<file path="src/exu_cfg.svh">
// execute stage configuration macros, included by the package and by any module using them
`ifndef EXU_CFG_SVH
`define EXU_CFG_SVH

// data path width, fixed by RV64
`define EXU_XLEN 64

// machine-mode CSR addresses
`define EXU_CSR_MSTATUS  12'h300
`define EXU_CSR_MTVEC    12'h305
`define EXU_CSR_MSCRATCH 12'h340
`define EXU_CSR_MEPC     12'h341
`define EXU_CSR_MCAUSE   12'h342

// mcause value for ecall from machine mode
`define EXU_CAUSE_ECALL_M 11

// one quotient bit per divider step
`define EXU_DIV_STEPS 64

`endif

</file>
<file path="src/exu_pkg.sv">
// shared types of the execute stage, referenced by scoped name from every module
`include "exu_cfg.svh"

package exu_pkg;

	typedef logic [`EXU_XLEN-1:0] xlen_t;
	typedef logic [31:0]          word_t;
	typedef logic [11:0]          csr_addr_t;
	typedef logic [`EXU_XLEN-1:0] pc_t;

	typedef enum logic [5:0] {
		op_add, op_sub, op_sll, op_slt, op_sltu,
		op_xor, op_srl, op_sra, op_or, op_and,
		op_addw, op_subw, op_sllw, op_srlw, op_sraw,
		// M extension
		op_mul, op_mulh, op_mulhsu, op_mulhu, op_mulw,
		op_div, op_divu, op_rem, op_remu,
		op_divw, op_divuw, op_remw, op_remuw,
		// load/store address and jumps
		op_lsaddr, op_link,
		// system
		op_csrrw, op_csrrs, op_csrrc, op_ecall, op_mret
	} exu_op_e;

	// decoded operation; imm doubles as the CSR address
	typedef struct packed {
		exu_op_e   op;
		xlen_t     op1;
		xlen_t     op2;
		csr_addr_t imm;
		pc_t       pc;
	} exu_req_t;

	typedef struct packed {
		xlen_t data;
		xlen_t store_data;
		logic  redirect;
		pc_t   redirect_pc;
	} exu_res_t;

	typedef struct packed {
		xlen_t dividend;
		xlen_t divisor;
		logic  is_signed;
		logic  is_word;
		logic  want_rem;
	} div_req_t;

	typedef enum logic [1:0] {
		ds_idle,
		ds_run,
		ds_done
	} div_state_e;

endpackage

</file>
<file path="src/exu_csr.sv">
// machine-mode CSR file with csrrw/csrrs/csrrc access plus ecall and mret trap targets
`timescale 1ns/1ps
`include "exu_cfg.svh"

module exu_csr (
	input  logic              clk,
	input  logic              arst_n,
	input  logic              en,
	input  exu_pkg::exu_req_t req,
	output exu_pkg::xlen_t    rdata,
	output exu_pkg::pc_t      target
);

	exu_pkg::xlen_t mstatus, mtvec, mepc, mcause, mscratch;
	exu_pkg::xlen_t wdata;
	logic is_rw;

	always_comb begin
		case (req.imm)
			`EXU_CSR_MSTATUS:  rdata = mstatus;
			`EXU_CSR_MTVEC:    rdata = mtvec;
			`EXU_CSR_MEPC:     rdata = mepc;
			`EXU_CSR_MCAUSE:   rdata = mcause;
			`EXU_CSR_MSCRATCH: rdata = mscratch;
			default:           rdata = '0;
		endcase
	end

	// new value from the old one and op1
	always_comb begin
		case (req.op)
			exu_pkg::op_csrrs: wdata = rdata | req.op1;
			exu_pkg::op_csrrc: wdata = rdata & ~req.op1;
			default:           wdata = req.op1;
		endcase
	end

	assign is_rw = (req.op == exu_pkg::op_csrrw) || (req.op == exu_pkg::op_csrrs) ||
		(req.op == exu_pkg::op_csrrc);

	// trap vector on ecall, return address otherwise
	assign target = (req.op == exu_pkg::op_ecall) ? mtvec : mepc;

	always_ff @(posedge clk or negedge arst_n) begin
		if (!arst_n) begin
			mstatus <= '0;
			mtvec <= '0;
			mepc <= '0;
			mcause <= '0;
			mscratch <= '0;
		end else if (en) begin
			if (req.op == exu_pkg::op_ecall) begin
				mepc <= req.pc;
				mcause <= exu_pkg::xlen_t'(`EXU_CAUSE_ECALL_M);
			end else if (is_rw) begin
				case (req.imm)
					`EXU_CSR_MSTATUS:  mstatus <= wdata;
					`EXU_CSR_MTVEC:    mtvec <= wdata;
					`EXU_CSR_MEPC:     mepc <= wdata;
					`EXU_CSR_MCAUSE:   mcause <= wdata;
					`EXU_CSR_MSCRATCH: mscratch <= wdata;
					default:           ;
				endcase
			end
		end
	end

endmodule

</file>
<file path="config.mk">
export PLATFORM = sky130hd
export DESIGN_NAME = exu_csr
export DESIGN_NICKNAME = d
export VERILOG_FILES = /design/src/exu_pkg.sv /design/src/exu_csr.sv
export VERILOG_INCLUDE_DIRS = /design/src /design/src/src
export SDC_FILE = /design/constraint.sdc
export NUM_CORES = 1
export LEC_CHECK = 0
export BUFFER_PORTS_ARGS = -buffer_cell sky130_fd_sc_hd__buf_2
export CAP_MARGIN = 20
export CORE_ASPECT_RATIO = 0.8
export CORE_MARGIN = 2
export CORE_UTILIZATION = 45
export DETAILED_ROUTE_END_ITERATION = 10
export HOLD_SLACK_MARGIN = 0.08
export PLACE_DENSITY = 0.67
export SYNTH_ARGS = -nofsm -noshare
export SYNTH_HDL_FRONTEND = slang
export SYNTH_SLANG_ARGS = --single-unit
</file>
<file path="constraint.sdc">
create_clock -name clk -period 2.3 [get_ports clk]
set_clock_uncertainty 0.15 [all_clocks]
set_input_delay 0.115 -clock clk [delete_from_list [all_inputs] [get_ports clk]]
set_output_delay 0.115 -clock clk [all_outputs]
set_load 0.005 [all_outputs]
</file>
Yosys cells after proc, flatten, opt, wreduce, memory -nomap -nowiden

Cells that the tools add are included.

Equal/unequal tests: 9
Reductions and logical operators: 10
Bitwise logic cells: 4
Multiplexer cells: 9

Operators with widths:

| cell                                                               | number |
|---|---|
| 64-bit 2-to-1 mux                                                  | 7 |
| 64-bit one-hot mux with 5 select lines                             | 1 |
| 64-bit one-hot mux with 2 select lines                             | 1 |
| 64-bit bitwise AND                                                 | 1 |
| 64-bit NOT                                                         | 1 |
| 64-bit OR                                                          | 1 |
| 12-bit by 10-bit == test with 1-bit output (second input constant) | 5 |
| 6-bit by 5-bit == test with 1-bit output (second input constant)   | 2 |
| 6-bit == test (second input constant)                              | 2 |
| 4-bit AND reduction                                                | 3 |
| 3-bit AND reduction                                                | 2 |
| 2-bit nonzero test                                                 | 3 |
| 1-bit logical OR                                                   | 2 |
| 1-bit NOT                                                          | 1 |

Input port bits: 213
Output and inout bits: 128
Flip-flop bits (word level): 320

Longest topological paths before layout

Depth in word-level cells: 7
Gate-level depth with buffers: 10

Least setup slack after synthesis

Ideal clock, no wire load.

Path kind: input to register
From: in req[65] in the netlist's numbering
To: reg mepc[13]
Data required time: 2,032 ps
Path slack: 68 ps
Arrival time: 1,964 ps
Stages: 8
Path through: buf_2 clkbuf_1 mux2_2 a32o_1 a22o_1 a31oi_1 a211oi_1 a21o_1

Cells in the longest elaborated chain, start to end: 7

Ends and longest elaborated chain:

| what                                                   | line                         | RTL |
|---|---|---|
| start, declared                                        | exu_csr.sv:9                 | `input exu_pkg::exu_req_t req,` |
| 12-bit by 10-bit == test with 1-bit output             | exu_csr.sv:19                | `case (req.imm)` |
| 64-bit one-hot mux with 5 select lines *               | exu_csr.sv:19                |  |
| net rdata[13]                                          | exu_csr.sv:10                | `output exu_pkg::xlen_t rdata,` |
| 64-bit bitwise AND / 64-bit OR (equally long branches) | exu_csr.sv:33, exu_csr.sv:32 |  |
| 64-bit one-hot mux with 2 select lines *               | exu_csr.sv:31                | `case (req.op)` |
| 64-bit 2-to-1 mux *                                    | exu_csr.sv:56                | `case (req.imm)` |
| 64-bit 2-to-1 mux *                                    | exu_csr.sv:55                | `end else if (is_rw) begin` |
| 64-bit 2-to-1 mux *                                    | exu_csr.sv:52                | `if (req.op == exu_pkg::op_ecall) begin` |
| end signal, assigned                                   | exu_csr.sv:53                | `mepc <= req.pc;` |
| end signal, assigned                                   | exu_csr.sv:59                | `` `EXU_CSR_MEPC: mepc <= wdata; `` |
| end, declared                                          | exu_csr.sv:14                | `exu_pkg::xlen_t mstatus, mtvec, mepc, mcause, mscratch;` |

The timed path passes the listed nets; every way through them passes the cells marked *. The select of a mux whose other input is x is not followed.
A chain may end at the register's enable or synchronous reset.

Final worst setup path

From: reg mcause[22]
To: out rdata[22]

Cells in the longest elaborated chain, start to end: 1

Ends and longest elaborated chain:

| what                                   | line          | RTL |
|---|---|---|
| start, declared                        | exu_csr.sv:14 |  |
| start signal, assigned                 | exu_csr.sv:54 | `` mcause <= exu_pkg::xlen_t'(`EXU_CAUSE_ECALL_M); `` |
| start signal, assigned                 | exu_csr.sv:60 | `` `EXU_CSR_MCAUSE: mcause <= wdata; `` |
| 64-bit one-hot mux with 5 select lines | exu_csr.sv:19 |  |
| end, declared                          | exu_csr.sv:10 |  |

No other way between the ends.

==> impl_metrics.toml <==
[floorplan]
start_util = 0.457
core_area_um2 = 39500
dieArea_um2 = 41800
die_y_um = 183
io_pins = 341
die_w_um = 228
rows = 65

[synth]
synth-edff-count = 0
async_flop_share = 1.00
ys_ff_latch = 320
synthMostInstantiatedCell = "dfrtp_1"
avgSynthCellArea_um2 = 8.58
synth-main-ff-cell = "dfrtp_1"
post-synth-top-area-fraction = 0.443
synthTopCellsByArea = "dfrtp_1, nor2_1, nand2_1, a21oi_1, mux2_2"
synth_cells = 2105
synth_fp_nets = 2318
yosys_warnings = 0
yosysSeqAreaShare = 0.443
netlist_area_um2 = 18100
synth_common_cells = "dfrtp_1, nor2_1, nand2_1"
yosysUniqueCellTypes = 54
yosys.area.top_type = "dfrtp_1"

[grt]
grt_max_degree = 75
overflow = 0
grt_pass1_vias = 18600
grt_pass1_wl_um = 104000
groute.usage.overall = 0.316
antenna_found_initial = 0

[finish]
regArea_um2 = 8010
fillers = 3308
syn2layout_area_growth_pct = 37.4
post-route-util = 0.628
layout-drive-gt1-share = 0.281
multi_input_area_um2 = 9110
diodes = 0
finalInstanceArea_um2 = 24800
nets = 2837

[sta]
fmax_ghz = 0.440
drv_slew = 0
slew_headroom = 0.290
fin_setup_tns_ps = 0
finalCriticalPeriod_ps = 2270
fin_crit_sh = 0.987
tightest_slew_ps = 1060
rsz0062_at_grt = "yes"
worst_slack_ps = 29.2
finalHoldViolCount = 0
setup_viol_count_final = 0

[worst_setup_path]
max_stage_delay_ps = 420
critical_path_depth = 5
worst_ep_required_time_ps = 2040
critPathTopFamily = "compound AO/OA/AOI/OAI gates"
slowest_stage = "dfrtp_1"
critPathArrivalTime_ps = 2010
worstPathCellList = "mux2_2 -> a32o_1 -> a22o_1 -> buf_4 -> buf_2"
r2r_cells = 7
cp-start-kind = "flop"
timing.rr.start = "mcause[16]"
crit_path_end = "rdata[22]"
worstPathBufferInverterCount = 2
reg2reg_slack_ps = 140
cp_max_fo = 2
cp-end-kind = "output port"
r2r_end = "mepc[16]"
crit_type = "reg2out"
crit_path_start = "mcause[22]"

[detailed_routing]
dr.pass1.iters = 5
vias = 19100
via_per_inst = 5.99
detail-route-antenna-nets = 0
drt-initial-drc-count = 1972
drc = 0
routedWlPerCell_um = 21.4
postRouteWirelength_um = 68300

[placed_design]
numPortBuffers = 276
dp.final_hpwl_um = 43600
dpl_cell_area_um2 = 22000
dpl_worst_slack_ps = -415
gp_congestion = 0.886

[clocking]
ctsRootBufferMaster = "clkbuf_16"
cts_buffers = 36
clk_latency_ps = 560
clock-sinks = 320
cts_htree_levels = 2
clockBufferDepth = 3
tritoncts = "yes"
path_clk_slew_ps = 60

[status]
status = "finished, final reports clean"

[job]
drv_cap = 0

[power]
power.leakage_nw = 12.3
pwr_density_cell_nw_per_um2 = 541
peakVddDrop_uv = 417

[hold_path]
hold_path_class = "in2reg"
## worst min path at each step
stage / from / endpoint / slack [ps] / depth (start not counted)
finish: req[149] / mcause[9] / 150 / 3
global route: req[166] / mcause[26] / 170 / 3
CTS: req[198] / mcause[58] / 130 / 3
detailed placement: arst_n / mscratch[2] / -120 / 1
global placement: arst_n / mstatus[2] / -120 / 1
floorplan: arst_n / mcause[0] / -330 / 0
## cell usage in the layout (no fill, tap or decap), drive strengths merged, types with 3 or more instances in the layout
cell	instances
nor4	5
mux2	63
a21oi	208
nor2	303
o21ai	91
nand2	290
dfrtp	320
nor3b	4
clkbuf	54
a32o	59
a31oi	51
clkinv	6
a31o	12
a32oi	4
a22oi	52
a211oi	62
dlygate4sd3	138
buf	536
nor3	3
a21o	50
inv	66
nand3b	48
or3b	49
and3	24
a22o	60
o22ai	64
## registers in the layout (all words and copies together) (netlist names)
signal,flops
mstatus,64
mscratch,64
mcause,64
mepc,64
mtvec,64
## what timing repair did
action / CTS / global route
hold buffers: 140 / 0
cloned: 0 / 3
buffers inserted: 0 / 9
pin swaps: 0 / 13
endpoints found under the hold margin: 640 / 0
setup endpoints to repair: 2 / 27
gates resized for setup: 2 / 22
## area by class of cell
class	instances	share of cell area
multi-input cells	1524	0.367
repair buffers	678	0.228
inverters	64	0.00967
clock buffers	51	0.0406
clock inverters	11	0.00494
flip-flops and latches	320	0.322
well taps	536	0.0270
## power by group
group / total (mW) / switching [mW] / internal [mW]
Combinational: 1.74 / 0.924 / 0.813
Sequential: 5.91 / 0.121 / 5.79
Clock: 5.78 / 2.49 / 3.29
## tightest hold or removal path, cell delays in order
cell           delay (ps)
dlygate4sd3_1         510
buf_2                 110
o21ai_1                60
## routing by layer
metal,vias to the layer above,share of wire,GRT usage
met4,0,0.040,0.133
met5,-,0,0
met2,1025,0.45,0.508
li1,8573,-,-
met3,196,0.092,0.0609
met1,9275,0.41,0.421
## per-stage QoR
| step | std cells | total power, mW | hold slack, ps |
|---|---|---|---|
| 6_report | 3184 | 13.4 | 146 |
| 2_1_floorplan | 2105 | 6.62 | -331 |
| 5_1_grt | 3184 | 13.9 | 167 |
| 4_1_cts | 3171 | 13.5 | 127 |
| 3_5_place_dp | 2969 | 7.50 | -124 |
| 3_3_place_gp | 2969 | 7.47 | -123 |
## cell families (layout without fill, tap and decap cells)
kind of cell | after synthesis | after routing | synth area share
AND/OR/NAND/NOR | 740 | 740 | 0.189
AO/OA/AOI/OAI | 720 | 720 | 0.265
flip-flops | 320 | 320 | 0.443
buffers and inverters | 261 | 804 | 0.0629
multiplexers | 64 | 64 | 0.0398
No activity file was read; power rests on OpenSTA's default activity.
