==> src/exu_cfg.svh <==
// execute stage configuration macros, included by the package and by any module using them
`ifndef EXU_CFG_SVH
`define EXU_CFG_SVH

// data path width, fixed by RV64
`define EXU_XLEN 64

// machine-mode CSR addresses
`define EXU_CSR_MSTATUS  12'h300
`define EXU_CSR_MTVEC    12'h305
`define EXU_CSR_MSCRATCH 12'h340
`define EXU_CSR_MEPC     12'h341
`define EXU_CSR_MCAUSE   12'h342

// mcause value for ecall from machine mode
`define EXU_CAUSE_ECALL_M 11

// one quotient bit per divider step
`define EXU_DIV_STEPS 64

`endif

==> src/exu_pkg.sv <==
// shared types of the execute stage, referenced by scoped name from every module
`include "exu_cfg.svh"

package exu_pkg;

	typedef logic [`EXU_XLEN-1:0] xlen_t;
	typedef logic [31:0]          word_t;
	typedef logic [11:0]          csr_addr_t;
	typedef logic [`EXU_XLEN-1:0] pc_t;

	typedef enum logic [5:0] {
		op_add, op_sub, op_sll, op_slt, op_sltu,
		op_xor, op_srl, op_sra, op_or, op_and,
		op_addw, op_subw, op_sllw, op_srlw, op_sraw,
		// M extension
		op_mul, op_mulh, op_mulhsu, op_mulhu, op_mulw,
		op_div, op_divu, op_rem, op_remu,
		op_divw, op_divuw, op_remw, op_remuw,
		// load/store address and jumps
		op_lsaddr, op_link,
		// system
		op_csrrw, op_csrrs, op_csrrc, op_ecall, op_mret
	} exu_op_e;

	// decoded operation; imm doubles as the CSR address
	typedef struct packed {
		exu_op_e   op;
		xlen_t     op1;
		xlen_t     op2;
		csr_addr_t imm;
		pc_t       pc;
	} exu_req_t;

	typedef struct packed {
		xlen_t data;
		xlen_t store_data;
		logic  redirect;
		pc_t   redirect_pc;
	} exu_res_t;

	typedef struct packed {
		xlen_t dividend;
		xlen_t divisor;
		logic  is_signed;
		logic  is_word;
		logic  want_rem;
	} div_req_t;

	typedef enum logic [1:0] {
		ds_idle,
		ds_run,
		ds_done
	} div_state_e;

endpackage

==> src/exu_stage.sv <==
// execute control: accepts one request, dispatches it to ALU, divider or CSR file, holds result
`timescale 1ns/1ps

module exu_stage (
	input  logic              clk,
	input  logic              arst_n,
	input  logic              in_valid,
	input  exu_pkg::exu_req_t in_req,
	output logic              in_ready,
	output logic              out_valid,
	output exu_pkg::exu_res_t out_res,
	input  logic              out_ready,
	output exu_pkg::exu_req_t alu_req,
	input  exu_pkg::xlen_t    alu_data,
	output logic              div_start,
	output exu_pkg::div_req_t div_req,
	input  logic              div_busy,
	input  logic              div_done,
	input  exu_pkg::xlen_t    div_data,
	output logic              csr_en,
	output exu_pkg::exu_req_t csr_req,
	input  exu_pkg::xlen_t    csr_rdata,
	input  exu_pkg::pc_t      csr_target
);

	typedef enum logic [1:0] {
		st_idle,
		st_exec,
		st_div_wait,
		st_hold
	} stage_state_e;

	stage_state_e state;
	exu_pkg::exu_req_t req_q;
	exu_pkg::exu_res_t res_d;
	logic is_div, is_csr_rw, is_csr;

	// opcode classes
	always_comb begin
		is_div = 1'b0;
		is_csr_rw = 1'b0;
		is_csr = 1'b0;
		div_req.dividend = req_q.op1;
		div_req.divisor = req_q.op2;
		div_req.is_signed = 1'b0;
		div_req.is_word = 1'b0;
		div_req.want_rem = 1'b0;
		case (req_q.op)
			exu_pkg::op_div:   {is_div, div_req.is_signed} = 2'b11;
			exu_pkg::op_divu:  is_div = 1'b1;
			exu_pkg::op_rem:   {is_div, div_req.is_signed, div_req.want_rem} = 3'b111;
			exu_pkg::op_remu:  {is_div, div_req.want_rem} = 2'b11;
			exu_pkg::op_divw:  {is_div, div_req.is_signed, div_req.is_word} = 3'b111;
			exu_pkg::op_divuw: {is_div, div_req.is_word} = 2'b11;
			exu_pkg::op_remw:  {is_div, div_req.is_signed, div_req.is_word, div_req.want_rem} = '1;
			exu_pkg::op_remuw: {is_div, div_req.is_word, div_req.want_rem} = 3'b111;
			exu_pkg::op_csrrw,
			exu_pkg::op_csrrs,
			exu_pkg::op_csrrc: {is_csr, is_csr_rw} = 2'b11;
			exu_pkg::op_ecall,
			exu_pkg::op_mret:  is_csr = 1'b1;
			default:           ;
		endcase
	end

	// result assembly
	always_comb begin
		if (state == st_div_wait)
			res_d.data = div_data;
		else
			res_d.data = is_csr_rw ? csr_rdata : alu_data;
		res_d.store_data = req_q.op2;
		res_d.redirect = 1'b0;
		res_d.redirect_pc = '0;
		case (req_q.op)
			exu_pkg::op_ecall,
			exu_pkg::op_mret: begin
				res_d.redirect = 1'b1;
				res_d.redirect_pc = csr_target;
			end
			// target offset arrives in op2
			exu_pkg::op_link: begin
				res_d.redirect = 1'b1;
				res_d.redirect_pc = req_q.pc + req_q.op2;
			end
			default: ;
		endcase
	end

	always_ff @(posedge clk) begin
		if (in_valid && in_ready)
			req_q <= in_req;
	end

	always_ff @(posedge clk or negedge arst_n) begin
		if (!arst_n) begin
			state <= st_idle;
			out_res <= '0;
		end else begin
			case (state)
				st_idle: if (in_valid) state <= st_exec;
				st_exec: begin
					if (!is_div) begin
						out_res <= res_d;
						state <= st_hold;
					end else if (!div_busy) begin
						state <= st_div_wait;
					end
				end
				st_div_wait: if (div_done) begin
					out_res <= res_d;
					state <= st_hold;
				end
				default: if (out_ready) state <= st_idle;
			endcase
		end
	end

	assign in_ready = (state == st_idle);
	assign out_valid = (state == st_hold);
	assign div_start = (state == st_exec) && is_div && !div_busy;
	assign csr_en = (state == st_exec) && is_csr;
	assign alu_req = req_q;
	assign csr_req = req_q;

endmodule

==> config.mk <==
export PLATFORM = sky130hd
export DESIGN_NAME = exu_stage
export DESIGN_NICKNAME = d
export VERILOG_FILES = /design/src/exu_pkg.sv /design/src/exu_stage.sv
export VERILOG_INCLUDE_DIRS = /design/src /design/src/src
export SDC_FILE = /design/constraint.sdc
export NUM_CORES = 1
export LEC_CHECK = 0
export ABC_AREA = 1
export BUFFER_PORTS_ARGS = -buffer_cell sky130_fd_sc_hd__buf_2
export CAP_MARGIN = 20
export CORE_AREA = 3 3 476 478
export CTS_CLUSTER_SIZE = 12
export DETAILED_ROUTE_END_ITERATION = 6
export DIE_AREA = 0 0 479 481
export GPL_ROUTABILITY_DRIVEN = 0
export GPL_TIMING_DRIVEN = 0
export SLEW_MARGIN = 5
export SYNTH_ARGS = -nofsm -noshare
export SYNTH_HDL_FRONTEND = slang
export SYNTH_SLANG_ARGS = --single-unit
==> constraint.sdc <==
create_clock -name clk -period 10.43 [get_ports clk]
set_clock_uncertainty 0.1 [all_clocks]
set_input_delay 1.043 -clock clk [delete_from_list [all_inputs] [get_ports clk]]
set_output_delay 1.043 -clock clk [all_outputs]
set_load 0.005 [all_outputs]
# After elaboration in Yosys (flattened, before gate mapping)
# Cells that the tools add are included.
[op_classes]
addsub = 1
eq_ne = 21
muxes = 18
n_reduce_logical = 17
[ops]
columns = ["operator", "count"]
rows = [
  ["2-to-1 mux 193 bit", 2],
  ["case mux 193 bit (2 select lines)", 1],
  ["case mux 65 bit (2 select lines)", 1],
  ["2-to-1 mux 64 bit", 2],
  ["equality test 6 x 5 -> 1 bit (second input constant)", 11],
  ["adder 64 bit", 1],
  ["equality test 6 bit (second input constant)", 3],
  ["OR reduction 4 bit", 3],
  ["2-to-1 mux 2 bit", 5],
  ["OR reduction 8 bit", 1],
  ["2-to-1 mux 1 bit", 6],
  ["inequality test 2 bit (second input constant)", 3],
  ["case mux 2 bit (3 select lines)", 1],
  ["OR reduction 5 bit", 1],
  ["equality test 2 bit (second input constant)", 2],
  ["logical AND 1 bit", 4],
  ["AND reduction 4 bit", 1],
  ["nonzero test 4 bit", 1],
  ["inequality test 3 bit (second input constant)", 1],
  ["AND reduction 3 bit", 1],
  ["OR reduction 3 bit", 1],
  ["equality test 2 x 1 -> 1 bit (second input constant)", 1],
  ["logical NOT 2 bit", 1],
  ["nonzero test 2 bit", 1],
  ["other kinds (2)", 2],
]
[word_totals]
ff_bits = 405
output_inout_bits = 748
elab_cells = 67

# Logic depth before layout (Yosys ltp)
[depth]
word_depth = 7
mapped_depth = 17

# Least setup slack after synthesis
# OpenSTA, ideal clock, no wires.
[synth_timing]
path_type = "input to register"
startpoint = "input port in_valid"
endpoint = "register req_q, in the netlist alu_req[0] (enable)"
arrival_time_ns = 5.172
required_time_ns = 9.768
slack_ns = 4.596
stages = 2
path_buffers = 0
cell_sequence = "nand2_1 -> inv_1"
[synth_between]
elab_chain_len = 1
[synth_rtl]
columns = ["element", "line_no", "rtl"]
rows = [
  ["start, declared", "exu_stage.sv:7", "input logic in_valid,"],
  ["logical AND 1 bit", "exu_stage.sv:91", "if (in_valid && in_ready)"],
  ["end signal, assigned", "exu_stage.sv:92", "req_q <= in_req;"],
  ["end, declared", "exu_stage.sv:34", "exu_pkg::exu_req_t req_q;"],
]
# Every way passes these cells.
# A chain may end at the register's enable or synchronous reset.

# Worst setup path after layout
[layout_timing]
startpoint = "register req_q, in the netlist alu_req[204]"
endpoint = "output port csr_en"
[layout_between]
elab_chain_len = 4
elab_cells_between_ends = 8
[layout_rtl]
columns = ["element", "line_no", "rtl"]
rows = [
  ["equality test 6 bit or equality test 6 x 5 -> 1 bit (tied branches)", "exu_stage.sv:48", "case (req_q.op)"],
  ["OR reduction 5 bit (no source line) (*)", "-", ""],
  ["2-to-1 mux 1 bit (*)", "exu_stage.sv:48", ""],
  ["logical AND 1 bit (*)", "exu_stage.sv:122", "assign csr_en = (state == st_exec) && is_csr;"],
  ["end, declared", "exu_stage.sv:20", "output logic csr_en,"],
]
# Every way passes the cells marked *; elsewhere a longest branch is shown, timed or not.

==> impl_metrics.env <==
export IMPL_outcome="finished clean"
export IMPL_ys_seq_area_share_pct=45.8
export IMPL_crit_type="flip-flop to primary output"
export IMPL_wl_per_cell_um=23.3
export IMPL_period_minus_slack_ps=4280
export IMPL_crit_arrival_ps=3140
export IMPL_grt_max_degree=106
export IMPL_layout_drive_gt1_share_pct=42.4
export IMPL_hold_buffers=0
export IMPL_vias_per_cell=3.40
export IMPL_pin_count=1220
export IMPL_cpLargestDelayFamily="buffers and inverters"
export IMPL_wl_met2_um=88600
export IMPL_wl_met3_um=12100
export IMPL_cp_startpoint="alu_req[204]"
export IMPL_final_common_cell="buf_2"
export IMPL_antenna_found_initial=101
export IMPL_postCtsSetupBuffers=0
export IMPL_peakVddDrop_mv=0.120
export IMPL_drt_met1_wl_um=61900
export IMPL_drt_initial_drc_count=1382
export IMPL_cts_made_buffers=56
export IMPL_row_count=173
export IMPL_tightest_slew_ps=884
export IMPL_grt_overflow_total=0
export IMPL_design_die_area_um2=230000
export IMPL_cts_tree="done"
export IMPL_clk_latency_ps=700
export IMPL_p_per_area_nw_per_um2=252
export IMPL_die_y_um=481
export IMPL_totalWireLength_um=172000
export IMPL_hold_path_class="input port to asynchronous set/reset pin"
export IMPL_vias=25100
export IMPL_cts_root_buf="clkbuf_16"
export IMPL_port_buffers=1219
export IMPL_yosys_warnings=0
export IMPL_clk_path_buf_depth=3
export IMPL_fin_tns_setup_ps=0
export IMPL_grt_pass1_vias=24100
export IMPL_setup_viol_count_final=0
export IMPL_synthCells=3043
export IMPL_yosys_area_top_type_share_pct=25.8
export IMPL_total_power_mw=9.13
export IMPL_dpl_hpwl_um=147000
export IMPL_start_util_pct=11.0
export IMPL_end_kind="primary output"
export IMPL_crit_fanout=10
export IMPL_hold_viol_final=0
export IMPL_htreeDepth=2
export IMPL_final_max_slew_viol_count=0
export IMPL_synth_nets=3583
export IMPL_required_ps=9290
export IMPL_crit_buf_inv=6
export IMPL_core_area_um2=222000
export IMPL_start_kind="flip-flop"
export IMPL_slew_headroom_pct=41.1
export IMPL_ys_types=37
export IMPL_rsz0062_at_grt="false"
export IMPL_die_x_um=479
export IMPL_p_leak_nw=18.3
export IMPL_cp_cell_sequence="inv_1 -> nor2_1 -> inv_1 -> a21oi_1 -> buf_2 -> buf_2 -> inv_1 -> a31oi_1 -> buf_2"
export IMPL_mostFrequentLayoutCells="buf_2, nand2_1, buf_4"
export IMPL_synth_top_area_cell="edfxtp_1"
export IMPL_cpPeakStageDelay_ps=480
export IMPL_min_period_over_period_pct=41.1
export IMPL_crit_reg2reg_launch="alu_req[96]"
export IMPL_cts_resized=0
export IMPL_cts_sinks=405
export IMPL_syn_cell_area_um2=24400
export IMPL_maxUsedRoutingLayer="met5"
export IMPL_dr_pass1_iters=5
export IMPL_synth_seq_cells=405
export IMPL_drcViolationCount=0
export IMPL_gr_usage_all_layers_pct=14.2
export IMPL_num_nets_final=4864
export IMPL_fmax_mhz=233
export IMPL_drv_cap=0
export IMPL_ant_nets=0
export IMPL_clk_pin_slew_ps=60
export IMPL_synth_area_leaders="edfxtp_1, dfrtp_1, nand2_1"
export IMPL_grt_pass1_wl_um=218000
export IMPL_area_growth_pct=48.6
export IMPL_critPathSlowestCell="edfxtp_1"
export IMPL_syn_avg_cell_area_um2=8.02
==> cells in the mapped netlist, drive strengths merged <==
cell type / number
or2: 8
fa: 1
o21bai: 2
a21o: 3
inv: 411
o31ai: 1
a21boi: 1
nor3: 15
nand4: 8
a21oi: 318
a211oi: 1
o211ai: 64
ha: 67
nor2: 246
nand2: 869
nand3b: 6
xor2: 1
nor4: 1
clkbuf: 19
edfxtp: 210
o21ai: 30
clkinv: 2
buf: 466
a31oi: 2
nand3: 96
dfrtp: 195
==> metrics by stage <==
stage          worst slack [ps]  hold WS [ps]  std cells  utilization, %  cell area [um2]
3_5_place_dp               6770           360       7241            15.5            34400
2_1_floorplan              4600           372       3043               -            24400
6_report                   6150           195       7368            16.3            36300
5_1_grt                    5930           195       7357            16.3            36300
4_1_cts                    5990           149       7346            16.3            36200
3_3_place_gp                995           359       7237            15.4            34200
==> power by group <==
part           internal, mW  switching (mW)  leakage [nW]
clock network          1.13           0.879         0.917
logic                  1.53            2.81          13.1
registers              2.26           0.514          4.25
==> kinds of logic after synthesis <==
kind of cell | share of synthesized area, %
AO/OA/AOI/OAI | 9.40
XOR/XNOR | 0.0359
adder cells (fa/ha/maj) | 3.52
buffers and inverters | 20.5
flip-flops | 45.8
AND/OR/NAND/NOR | 20.8
==> final timing paths <==
| path | endpoint | slack, ps | depth (start not counted) |
|---|---|---|---|
| max in group asynchronous | out_res[115] | 8750 | 3 |
| hold / removal | out_res[192] | 190 | 1 |
| hold reg to reg | out_res[122] | 370 | 2 |
| setup reg to reg | out_res[38] | 7260 | 11 |
| setup / recovery | csr_en | 6150 | 9 |
| min in group clk | out_res[122] | 370 | 2 |
==> routing by layer <==
layer	vias to the layer above	GRT usage [%]
met5	-	0
met4	10	6.43
met3	351	3.59
met2	1315	26.8
met1	11500	14.7
li1	11900	-
==> area by class of cell <==
class | instances | area, um2
clock buffers | 68 | 1530
diodes | 22 | 55.1
inverters | 413 | 1560
well taps | 2975 | 3720
repair buffers | 1223 | 6220
fillers | 25500 | 186000
flip-flops and latches | 405 | 11200
plain buffers | 485 | 3450
multi-input cells | 1740 | 8230
clock inverters | 37 | 339
==> state kept, by name (all words and copies together) (netlist names) <==
register and flops:
out_res 193, state 2, alu_req 210
Note: power is estimated with default switching activity, not from simulation.
