**src/exu_cfg.svh**
```systemverilog
// execute stage configuration macros, included by the package and by any module using them
`ifndef EXU_CFG_SVH
`define EXU_CFG_SVH

// data path width, fixed by RV64
`define EXU_XLEN 64

// machine-mode CSR addresses
`define EXU_CSR_MSTATUS  12'h300
`define EXU_CSR_MTVEC    12'h305
`define EXU_CSR_MSCRATCH 12'h340
`define EXU_CSR_MEPC     12'h341
`define EXU_CSR_MCAUSE   12'h342

// mcause value for ecall from machine mode
`define EXU_CAUSE_ECALL_M 11

// one quotient bit per divider step
`define EXU_DIV_STEPS 64

`endif

```
**src/exu_pkg.sv**
```systemverilog
// shared types of the execute stage, referenced by scoped name from every module
`include "exu_cfg.svh"

package exu_pkg;

	typedef logic [`EXU_XLEN-1:0] xlen_t;
	typedef logic [31:0]          word_t;
	typedef logic [11:0]          csr_addr_t;
	typedef logic [`EXU_XLEN-1:0] pc_t;

	typedef enum logic [5:0] {
		op_add, op_sub, op_sll, op_slt, op_sltu,
		op_xor, op_srl, op_sra, op_or, op_and,
		op_addw, op_subw, op_sllw, op_srlw, op_sraw,
		// M extension
		op_mul, op_mulh, op_mulhsu, op_mulhu, op_mulw,
		op_div, op_divu, op_rem, op_remu,
		op_divw, op_divuw, op_remw, op_remuw,
		// load/store address and jumps
		op_lsaddr, op_link,
		// system
		op_csrrw, op_csrrs, op_csrrc, op_ecall, op_mret
	} exu_op_e;

	// decoded operation; imm doubles as the CSR address
	typedef struct packed {
		exu_op_e   op;
		xlen_t     op1;
		xlen_t     op2;
		csr_addr_t imm;
		pc_t       pc;
	} exu_req_t;

	typedef struct packed {
		xlen_t data;
		xlen_t store_data;
		logic  redirect;
		pc_t   redirect_pc;
	} exu_res_t;

	typedef struct packed {
		xlen_t dividend;
		xlen_t divisor;
		logic  is_signed;
		logic  is_word;
		logic  want_rem;
	} div_req_t;

	typedef enum logic [1:0] {
		ds_idle,
		ds_run,
		ds_done
	} div_state_e;

endpackage

```
**src/exu_div.sv**
```systemverilog
// iterative radix-2 restoring divider for div, divu, rem, remu and their word forms
`timescale 1ns/1ps
`include "exu_cfg.svh"

module exu_div (
	input  logic              clk,
	input  logic              arst_n,
	input  logic              start,
	input  exu_pkg::div_req_t req,
	output logic              busy,
	output logic              done,
	output exu_pkg::xlen_t    data
);

	localparam int unsigned cnt_w = $clog2(`EXU_DIV_STEPS);

	exu_pkg::div_state_e state;
	logic [cnt_w-1:0] step_cnt;
	exu_pkg::xlen_t quo_q, rem_q, divisor_q, dividend_q;
	logic q_neg_q, r_neg_q, zero_q, ovf_q, word_q, want_rem_q;
	exu_pkg::word_t a_lo, b_lo;
	exu_pkg::xlen_t a_ext, b_ext, a_mag, b_mag, ovf_min;
	exu_pkg::xlen_t q_fix, r_fix, res;
	logic a_neg, b_neg;
	logic [`EXU_XLEN:0] shifted, diff;

	// operand conditioning, narrowed first for word forms
	always_comb begin
		a_lo = req.dividend[31:0];
		b_lo = req.divisor[31:0];
		a_ext = req.dividend;
		b_ext = req.divisor;
		ovf_min = {1'b1, {(`EXU_XLEN-1){1'b0}}};
		if (req.is_word) begin
			a_ext = {{32{req.is_signed & a_lo[31]}}, a_lo};
			b_ext = {{32{req.is_signed & b_lo[31]}}, b_lo};
			ovf_min = {{33{1'b1}}, 31'd0};
		end
		a_neg = req.is_signed & a_ext[`EXU_XLEN-1];
		b_neg = req.is_signed & b_ext[`EXU_XLEN-1];
		a_mag = a_neg ? -a_ext : a_ext;
		b_mag = b_neg ? -b_ext : b_ext;
	end

	assign shifted = {rem_q, quo_q[`EXU_XLEN-1]};
	assign diff = shifted - {1'b0, divisor_q};

	always_ff @(posedge clk or negedge arst_n) begin
		if (!arst_n) begin
			state <= exu_pkg::ds_idle;
			step_cnt <= '0;
		end else begin
			case (state)
				exu_pkg::ds_idle: if (start) begin
					state <= exu_pkg::ds_run;
					step_cnt <= '0;
				end
				exu_pkg::ds_run: begin
					step_cnt <= step_cnt + 1'b1;
					if (step_cnt == cnt_w'(`EXU_DIV_STEPS - 1))
						state <= exu_pkg::ds_done;
				end
				default: state <= exu_pkg::ds_idle;
			endcase
		end
	end

	always_ff @(posedge clk) begin
		if (state == exu_pkg::ds_idle && start) begin
			quo_q <= a_mag;
			rem_q <= '0;
			divisor_q <= b_mag;
			dividend_q <= a_ext;
			q_neg_q <= a_neg ^ b_neg;
			r_neg_q <= a_neg;
			zero_q <= (b_ext == '0);
			ovf_q <= req.is_signed && (a_ext == ovf_min) && (b_ext == '1);
			word_q <= req.is_word;
			want_rem_q <= req.want_rem;
		end else if (state == exu_pkg::ds_run) begin
			// borrow set means the trial subtract failed
			if (!diff[`EXU_XLEN]) begin
				rem_q <= diff[`EXU_XLEN-1:0];
				quo_q <= {quo_q[`EXU_XLEN-2:0], 1'b1};
			end else begin
				rem_q <= shifted[`EXU_XLEN-1:0];
				quo_q <= {quo_q[`EXU_XLEN-2:0], 1'b0};
			end
		end
	end

	// sign fix-up and RISC-V special cases
	always_comb begin
		q_fix = q_neg_q ? -quo_q : quo_q;
		r_fix = r_neg_q ? -rem_q : rem_q;
		if (zero_q) begin
			q_fix = '1;
			r_fix = dividend_q;
		end else if (ovf_q) begin
			q_fix = dividend_q;
			r_fix = '0;
		end
		res = want_rem_q ? r_fix : q_fix;
		data = word_q ? {{32{res[31]}}, res[31:0]} : res;
	end

	assign busy = (state != exu_pkg::ds_idle);
	assign done = (state == exu_pkg::ds_done);

endmodule

```
**config.mk**
```make
export PLATFORM = sky130hd
export DESIGN_NAME = exu_div
export DESIGN_NICKNAME = d
export VERILOG_FILES = /design/src/exu_pkg.sv /design/src/exu_div.sv
export VERILOG_INCLUDE_DIRS = /design/src /design/src/src
export SDC_FILE = /design/constraint.sdc
export NUM_CORES = 1
export LEC_CHECK = 0
export BUFFER_PORTS_ARGS = -buffer_cell sky130_fd_sc_hd__buf_2
export CELL_PAD_IN_SITES_DETAIL_PLACEMENT = 1
export CELL_PAD_IN_SITES_GLOBAL_PLACEMENT = 2
export CORE_ASPECT_RATIO = 0.6
export CORE_MARGIN = 4
export CORE_UTILIZATION = 30
export CTS_CLUSTER_SIZE = 14
export DETAILED_ROUTE_END_ITERATION = 10
export PLACE_DENSITY = 0.65
export SYNTH_ARGS = -nofsm -noshare
export SYNTH_HDL_FRONTEND = slang
export SYNTH_SLANG_ARGS = --single-unit
export TNS_END_PERCENT = 10
```
**constraint.sdc**
```tcl
create_clock -name clk -period 10.6 [get_ports clk]
set_input_delay 0.53 -clock clk [delete_from_list [all_inputs] [get_ports clk]]
set_output_delay 0.53 -clock clk [all_outputs]
set_load 0.005 [all_outputs]
```
======== After elaboration in Yosys (flattened, before gate mapping) ========
Cells that the tools add are included.
Widths: inputs -> output; s select.
word-level totals
  flip-flop bits (word level) ............. 270
  bits of input ports ..................... 134
  word-level logic and storage cells ...... 62
cells by class
  add/sub/neg operators ................... 6
  equal/unequal tests ..................... 7
  multiplexer cells ....................... 22
  bitwise logic cells ..................... 5
  reduce and logical (&&, ||, !) cells .... 10
operators with widths
  kind                  count
  $mux 64               15
  $neg 64->64           4
  $sub 65x64->65        1
  $eq 64x64->1          1
  $eq 64x64->1 const B  1
  $logic_not 64->1      1
  $mux 63               1
  $pmux 6 s2            1
  $add 6x1->6 const B   1
  $eq 6x6->1 const B    1
  $mux 6                1
  $reduce_bool 2->1     3
  $and 1x1->1           4
  $mux 2                2
  $ne 2x2->1 const B    2
  $pmux 2 s2            1
  $reduce_and 2->1      2
  $logic_and 1x1->1     3
  $eq 2x1->1 const B    1
  $eq 2x2->1 const B    1
  $logic_not 2->1       1
  $mux 1                1
  $xor 1x1->1           1

======== Longest topological paths before layout ========
  depth in word-level cells ............... 6
  depth in mapped cells ................... 16
  gate-level depth less buffers ........... 14

======== Worst setup path before layout ========
Ideal clock, no wire load.
  kind .................................... input to register
  start point ............................. input port start
  end point ............................... register quo_q[0], enable pin
  arrival ................................. 5.456 ns
  data required time ...................... 10.180 ns
  slack ................................... 4.724 ns
  stages on the path ...................... 6
  cells stage by stage .................... nand2_1 clkbuf_1 inv_1 nor2_1 clkbuf_1 inv_1
on the way
  word-level cells in the longest chain between the ends .. 2
ends and longest elaborated chain
  what                                line           source
  start: declaration                  exu_div.sv:8   input logic start,
  $logic_and 1x1->1                   exu_div.sv:69  if (state == exu_pkg::ds_idle && start) begin
  $reduce_bool 2->1 (no source line)  -
  end signal: assignment              exu_div.sv:70  quo_q <= a_mag;
  end signal: assignment              exu_div.sv:84  quo_q <= {quo_q[`EXU_XLEN-2:0], 1'b1};
  end signal: assignment              exu_div.sv:87  quo_q <= {quo_q[`EXU_XLEN-2:0], 1'b0};
  end: declaration                    exu_div.sv:19  exu_pkg::xlen_t quo_q, rem_q, divisor_q, dividend_q;
No other way between the ends.
A chain may end at the register's enable or synchronous reset.

======== Worst setup path after layout ========
  start point ............................. register rem_q[9]
  end point ............................... output port data[57]
on the way
  word-level cells in the longest chain between the ends .. 6
ends and longest elaborated chain
  what                      line            source
  start: declaration        exu_div.sv:19
  start signal: assignment  exu_div.sv:83   rem_q <= diff[`EXU_XLEN-1:0];
  start signal: assignment  exu_div.sv:86   rem_q <= shifted[`EXU_XLEN-1:0];
  $neg 64->64               exu_div.sv:95   r_fix = r_neg_q ? -rem_q : rem_q;
  $mux 64                   exu_div.sv:95
  $mux 64                   exu_div.sv:99   end else if (ovf_q) begin
  $mux 64                   exu_div.sv:96   if (zero_q) begin
  $mux 64                   exu_div.sv:103  res = want_rem_q ? r_fix : q_fix;
  $mux 64                   exu_div.sv:104  data = word_q ? {{32{res[31]}}, res[31:0]} : res;
  end: declaration          exu_div.sv:12   output exu_pkg::xlen_t data
No other way between the ends.

==> impl_metrics.tcl <==
set metrics [dict create \
    finalSetupViolations 0 \
    io_pins 200 \
    die_x_um 356 \
    crit-reg2reg-launch "quo_q[63]" \
    grt_max_degree 77 \
    syn_area_per_cell_um2 8.15 \
    ir_drop_mv 0.188 \
    yosysWarnings 0 \
    reg2reg_slack_ns 5.11 \
    cp.required_ns 10.07 \
    wl_mm 90.4 \
    hold_path_depth 1 \
    relSlewSlack_pct 22.7 \
    cts_tree "done" \
    critPathCaptureType "output port" \
    tns_ns 0 \
    dp_slack_ns 5.25 \
    dp_hpwl_mm 69.9 \
    core_um2 71800 \
    place_inst 3730 \
    path_class "reg -> out" \
    ys_ff_latch 270 \
    fmax_ghz 0.170 \
    most-common-layout-cells "o21ai_0 (318), nand2_1 (305), nor2_1 (222)" \
    dieArea_um2 77100 \
    seqCellArea_um2 7430 \
    antennaDiodeCount 0 \
    drtAntennaViolNets 0 \
    power_density_nw_per_um2 240 \
    htree_levels 1 \
    fin_crit_sh_pct 55.5 \
    design_area_um2 24700 \
    cts_buffer_depth 3 \
    root_buffer "clkbuf_16" \
    final_common_cell "o21ai_0" \
    vias 21100 \
    grt_pass1_wl_mm 136 \
    status "complete, no violations" \
    synth-edff-count 198 \
    yosysUniqueCellTypes 77 \
    drive_above_1_share_pct 11.1 \
    hold_class "in -> reg" \
    row_count 76 \
    place.gp.congestion 0.864 \
    fillCellCount 8556 \
    rsz0062_at_grt "no" \
    drtIter0Drc 1537 \
    fin_crit_ns 5.89 \
    path_max_fanout 8 \
    grt_pass1_vias 21100 \
    antenna_found_initial 7 \
    drt-wirelength-per-cell_um 23.9 \
    via_per_inst 5.58 \
    dr.pass1.iters 5 \
    reg2regPathDepth 14 \
    nets 2994 \
    fin_skew_ns 0.0217 \
    drv_slew 0 \
    hold_viol_final 0 \
    cts.sinks 270 \
    ys_seq_area_share_pct 34.1 \
    layout_setup_ws_ns 4.71 \
    syn_area_um2 21800 \
    drv_cap 0 \
    holdPathEnd "want_rem_q" \
    post_cts_buffers 0 \
    path_clk_slew_ns 0.07 \
    cp-start-kind "register" \
    drc 0 \
    synthesis.nets 2875 \
    final_util_pct 34.5 \
    io_buffers 199 \
    grt_use_total_pct 22.7 \
    reg2reg_to "rem_q[27]" \
    clk_latency_ns 0.62 \
    final_cell_count_no_fill 3789 \
    multiInputGateArea_um2 13300 \
    holdCritStartpoint "req[0]" \
    place_area_um2 23700 \
    power_leakage_uw 0.00932 \
    ys_dominant_reg_cell "edfxtp_1" \
    arrival_ns 5.36 \
    syn_inst 2670 \
    die_y_um 217 \
    ys_async_sr_fraction_pct 2.96 \
    overflow 0 \
    worst_slew_pin_slew_ns 1.16 \
    cts_inserted_buffers 31 \
    floorplan.initialDensity_pct 30.3 \
    syn2layout_area_growth_pct 13.7 \
]
[cell usage after synthesis (all sizes together) (10+ instances only)]
cell / number / area share, %
nand4: 40 / 1.1
xor2: 129 / 5.2
and3: 10 / 0.29
a211oi: 12 / 0.41
o21ai: 321 / 7.4
xnor2: 166 / 6.7
and2: 10 / 0.29
o21bai: 15 / 0.52
clkbuf: 131 / 2.3
a31oi: 23 / 0.66
nand2: 306 / 5.3
or3: 35 / 1.1
mux2i: 51 / 2.3
ha: 70 / 4.0
nor3: 60 / 1.4
o41ai: 35 / 1.4
o31ai: 69 / 2.5
o21a: 19 / 0.66
a221oi: 23 / 0.93
buf: 15 / 0.33
nor2: 223 / 3.8
a21oi: 185 / 4.3
o211ai: 45 / 1.6
or4: 37 / 1.3
nand2b: 28 / 0.80
inv: 133 / 2.3
nor2b: 16 / 0.46
dfxtp: 64 / 5.9
nand3: 34 / 0.78
edfxtp: 198 / 27
a21o: 30 / 1.0
nor4: 29 / 0.89
[critical path, stage by stage (launching register included)]
cell and delay, ns:
dfxtp_1 0.39, or4_1 0.63, nor4_2 0.62, nand4_1 0.50, nor2b_1 0.33, nand3_1 0.22, or3_1 0.50, o31ai_1 0.30
xnor2_1 0.17, a221oi_1 0.10, o41ai_1 0.72, buf_2 0.24
[flip-flops by register name, indices dropped and copies added (netlist names), 2 cells and up]
signal and count:
state 2, step_cnt 6, divisor_q 64, dividend_q 64, rem_q 64, quo_q 64
[routing by layer]
layer / global-route usage (%) / wire length [µm] / up-vias
li1: - / - / 9983
met1: 35.0 / 46400 / 10600
met2: 33.3 / 37600 / 505
met3: 3.71 / 4920 / 81
met4: 3.73 / 1530 / 4
met5: 0 / 22 / -
[cells by family (layout without fill, tap and decap cells)]
kind of cell               count (synthesis)  in the layout  synth area share, %
adders and majority gates                 71             71                 4.12
AOI/OAI and AO/OA                        844            844                 23.9
muxes                                     54             54                 2.50
buffers and inverters                    280            424                 4.90
and+or+nand+nor                          856            856                 18.6
DFF                                      270            270                 34.1
xor gates and xnor gates                 295            295                 11.9
[through the flow]
step | total power [µW] | hold WS [ns]
3_5_place_dp | 4790 | 0.404
2_1_floorplan | 3790 | 0.234
6_report | 5930 | 0.0822
5_1_grt | 6360 | 0.0522
3_3_place_gp | 4740 | 0.400
4_1_cts | 5960 | 0.0377
[area by class of cell]
type / count / share of cell area [%]
Tap cell: 975 / 4.93
Clock buffer: 42 / 3.50
Timing Repair Buffer: 232 / 5.04
Clock inverter: 16 / 0.662
Inverter: 134 / 2.05
Sequential cell: 270 / 30.0
Multi-Input combinational cell: 2120 / 53.8
[where the power goes]
part / internal (µW) / switching [µW] / leakage, µW
Combinational: 1150 / 1700 / 0.00627
Sequential: 1460 / 483 / 0.00255
Clock: 644 / 501 / 0.000505
Total: 3250 / 2680 / 0.00932
[worst max-delay path by stage]
stage / endpoint / depth (start not counted) / startpoint
after global placement: rem_q[23] / 14 / quo_q[63]
after global routing: data[57] / 11 / rem_q[9]
after detailed placement: rem_q[27] / 14 / quo_q[63]
after floorplan: quo_q[0] / 6 / start
after CTS: data[57] / 11 / rem_q[9]
final: data[57] / 11 / rem_q[9]
[what timing repair did]
action,CTS,global route
setup endpoints to repair,0,0
endpoints found under the hold margin,8,0
hold buffers,1,0
gates resized for setup,0,0
Power figures use the tool's default switching activity.
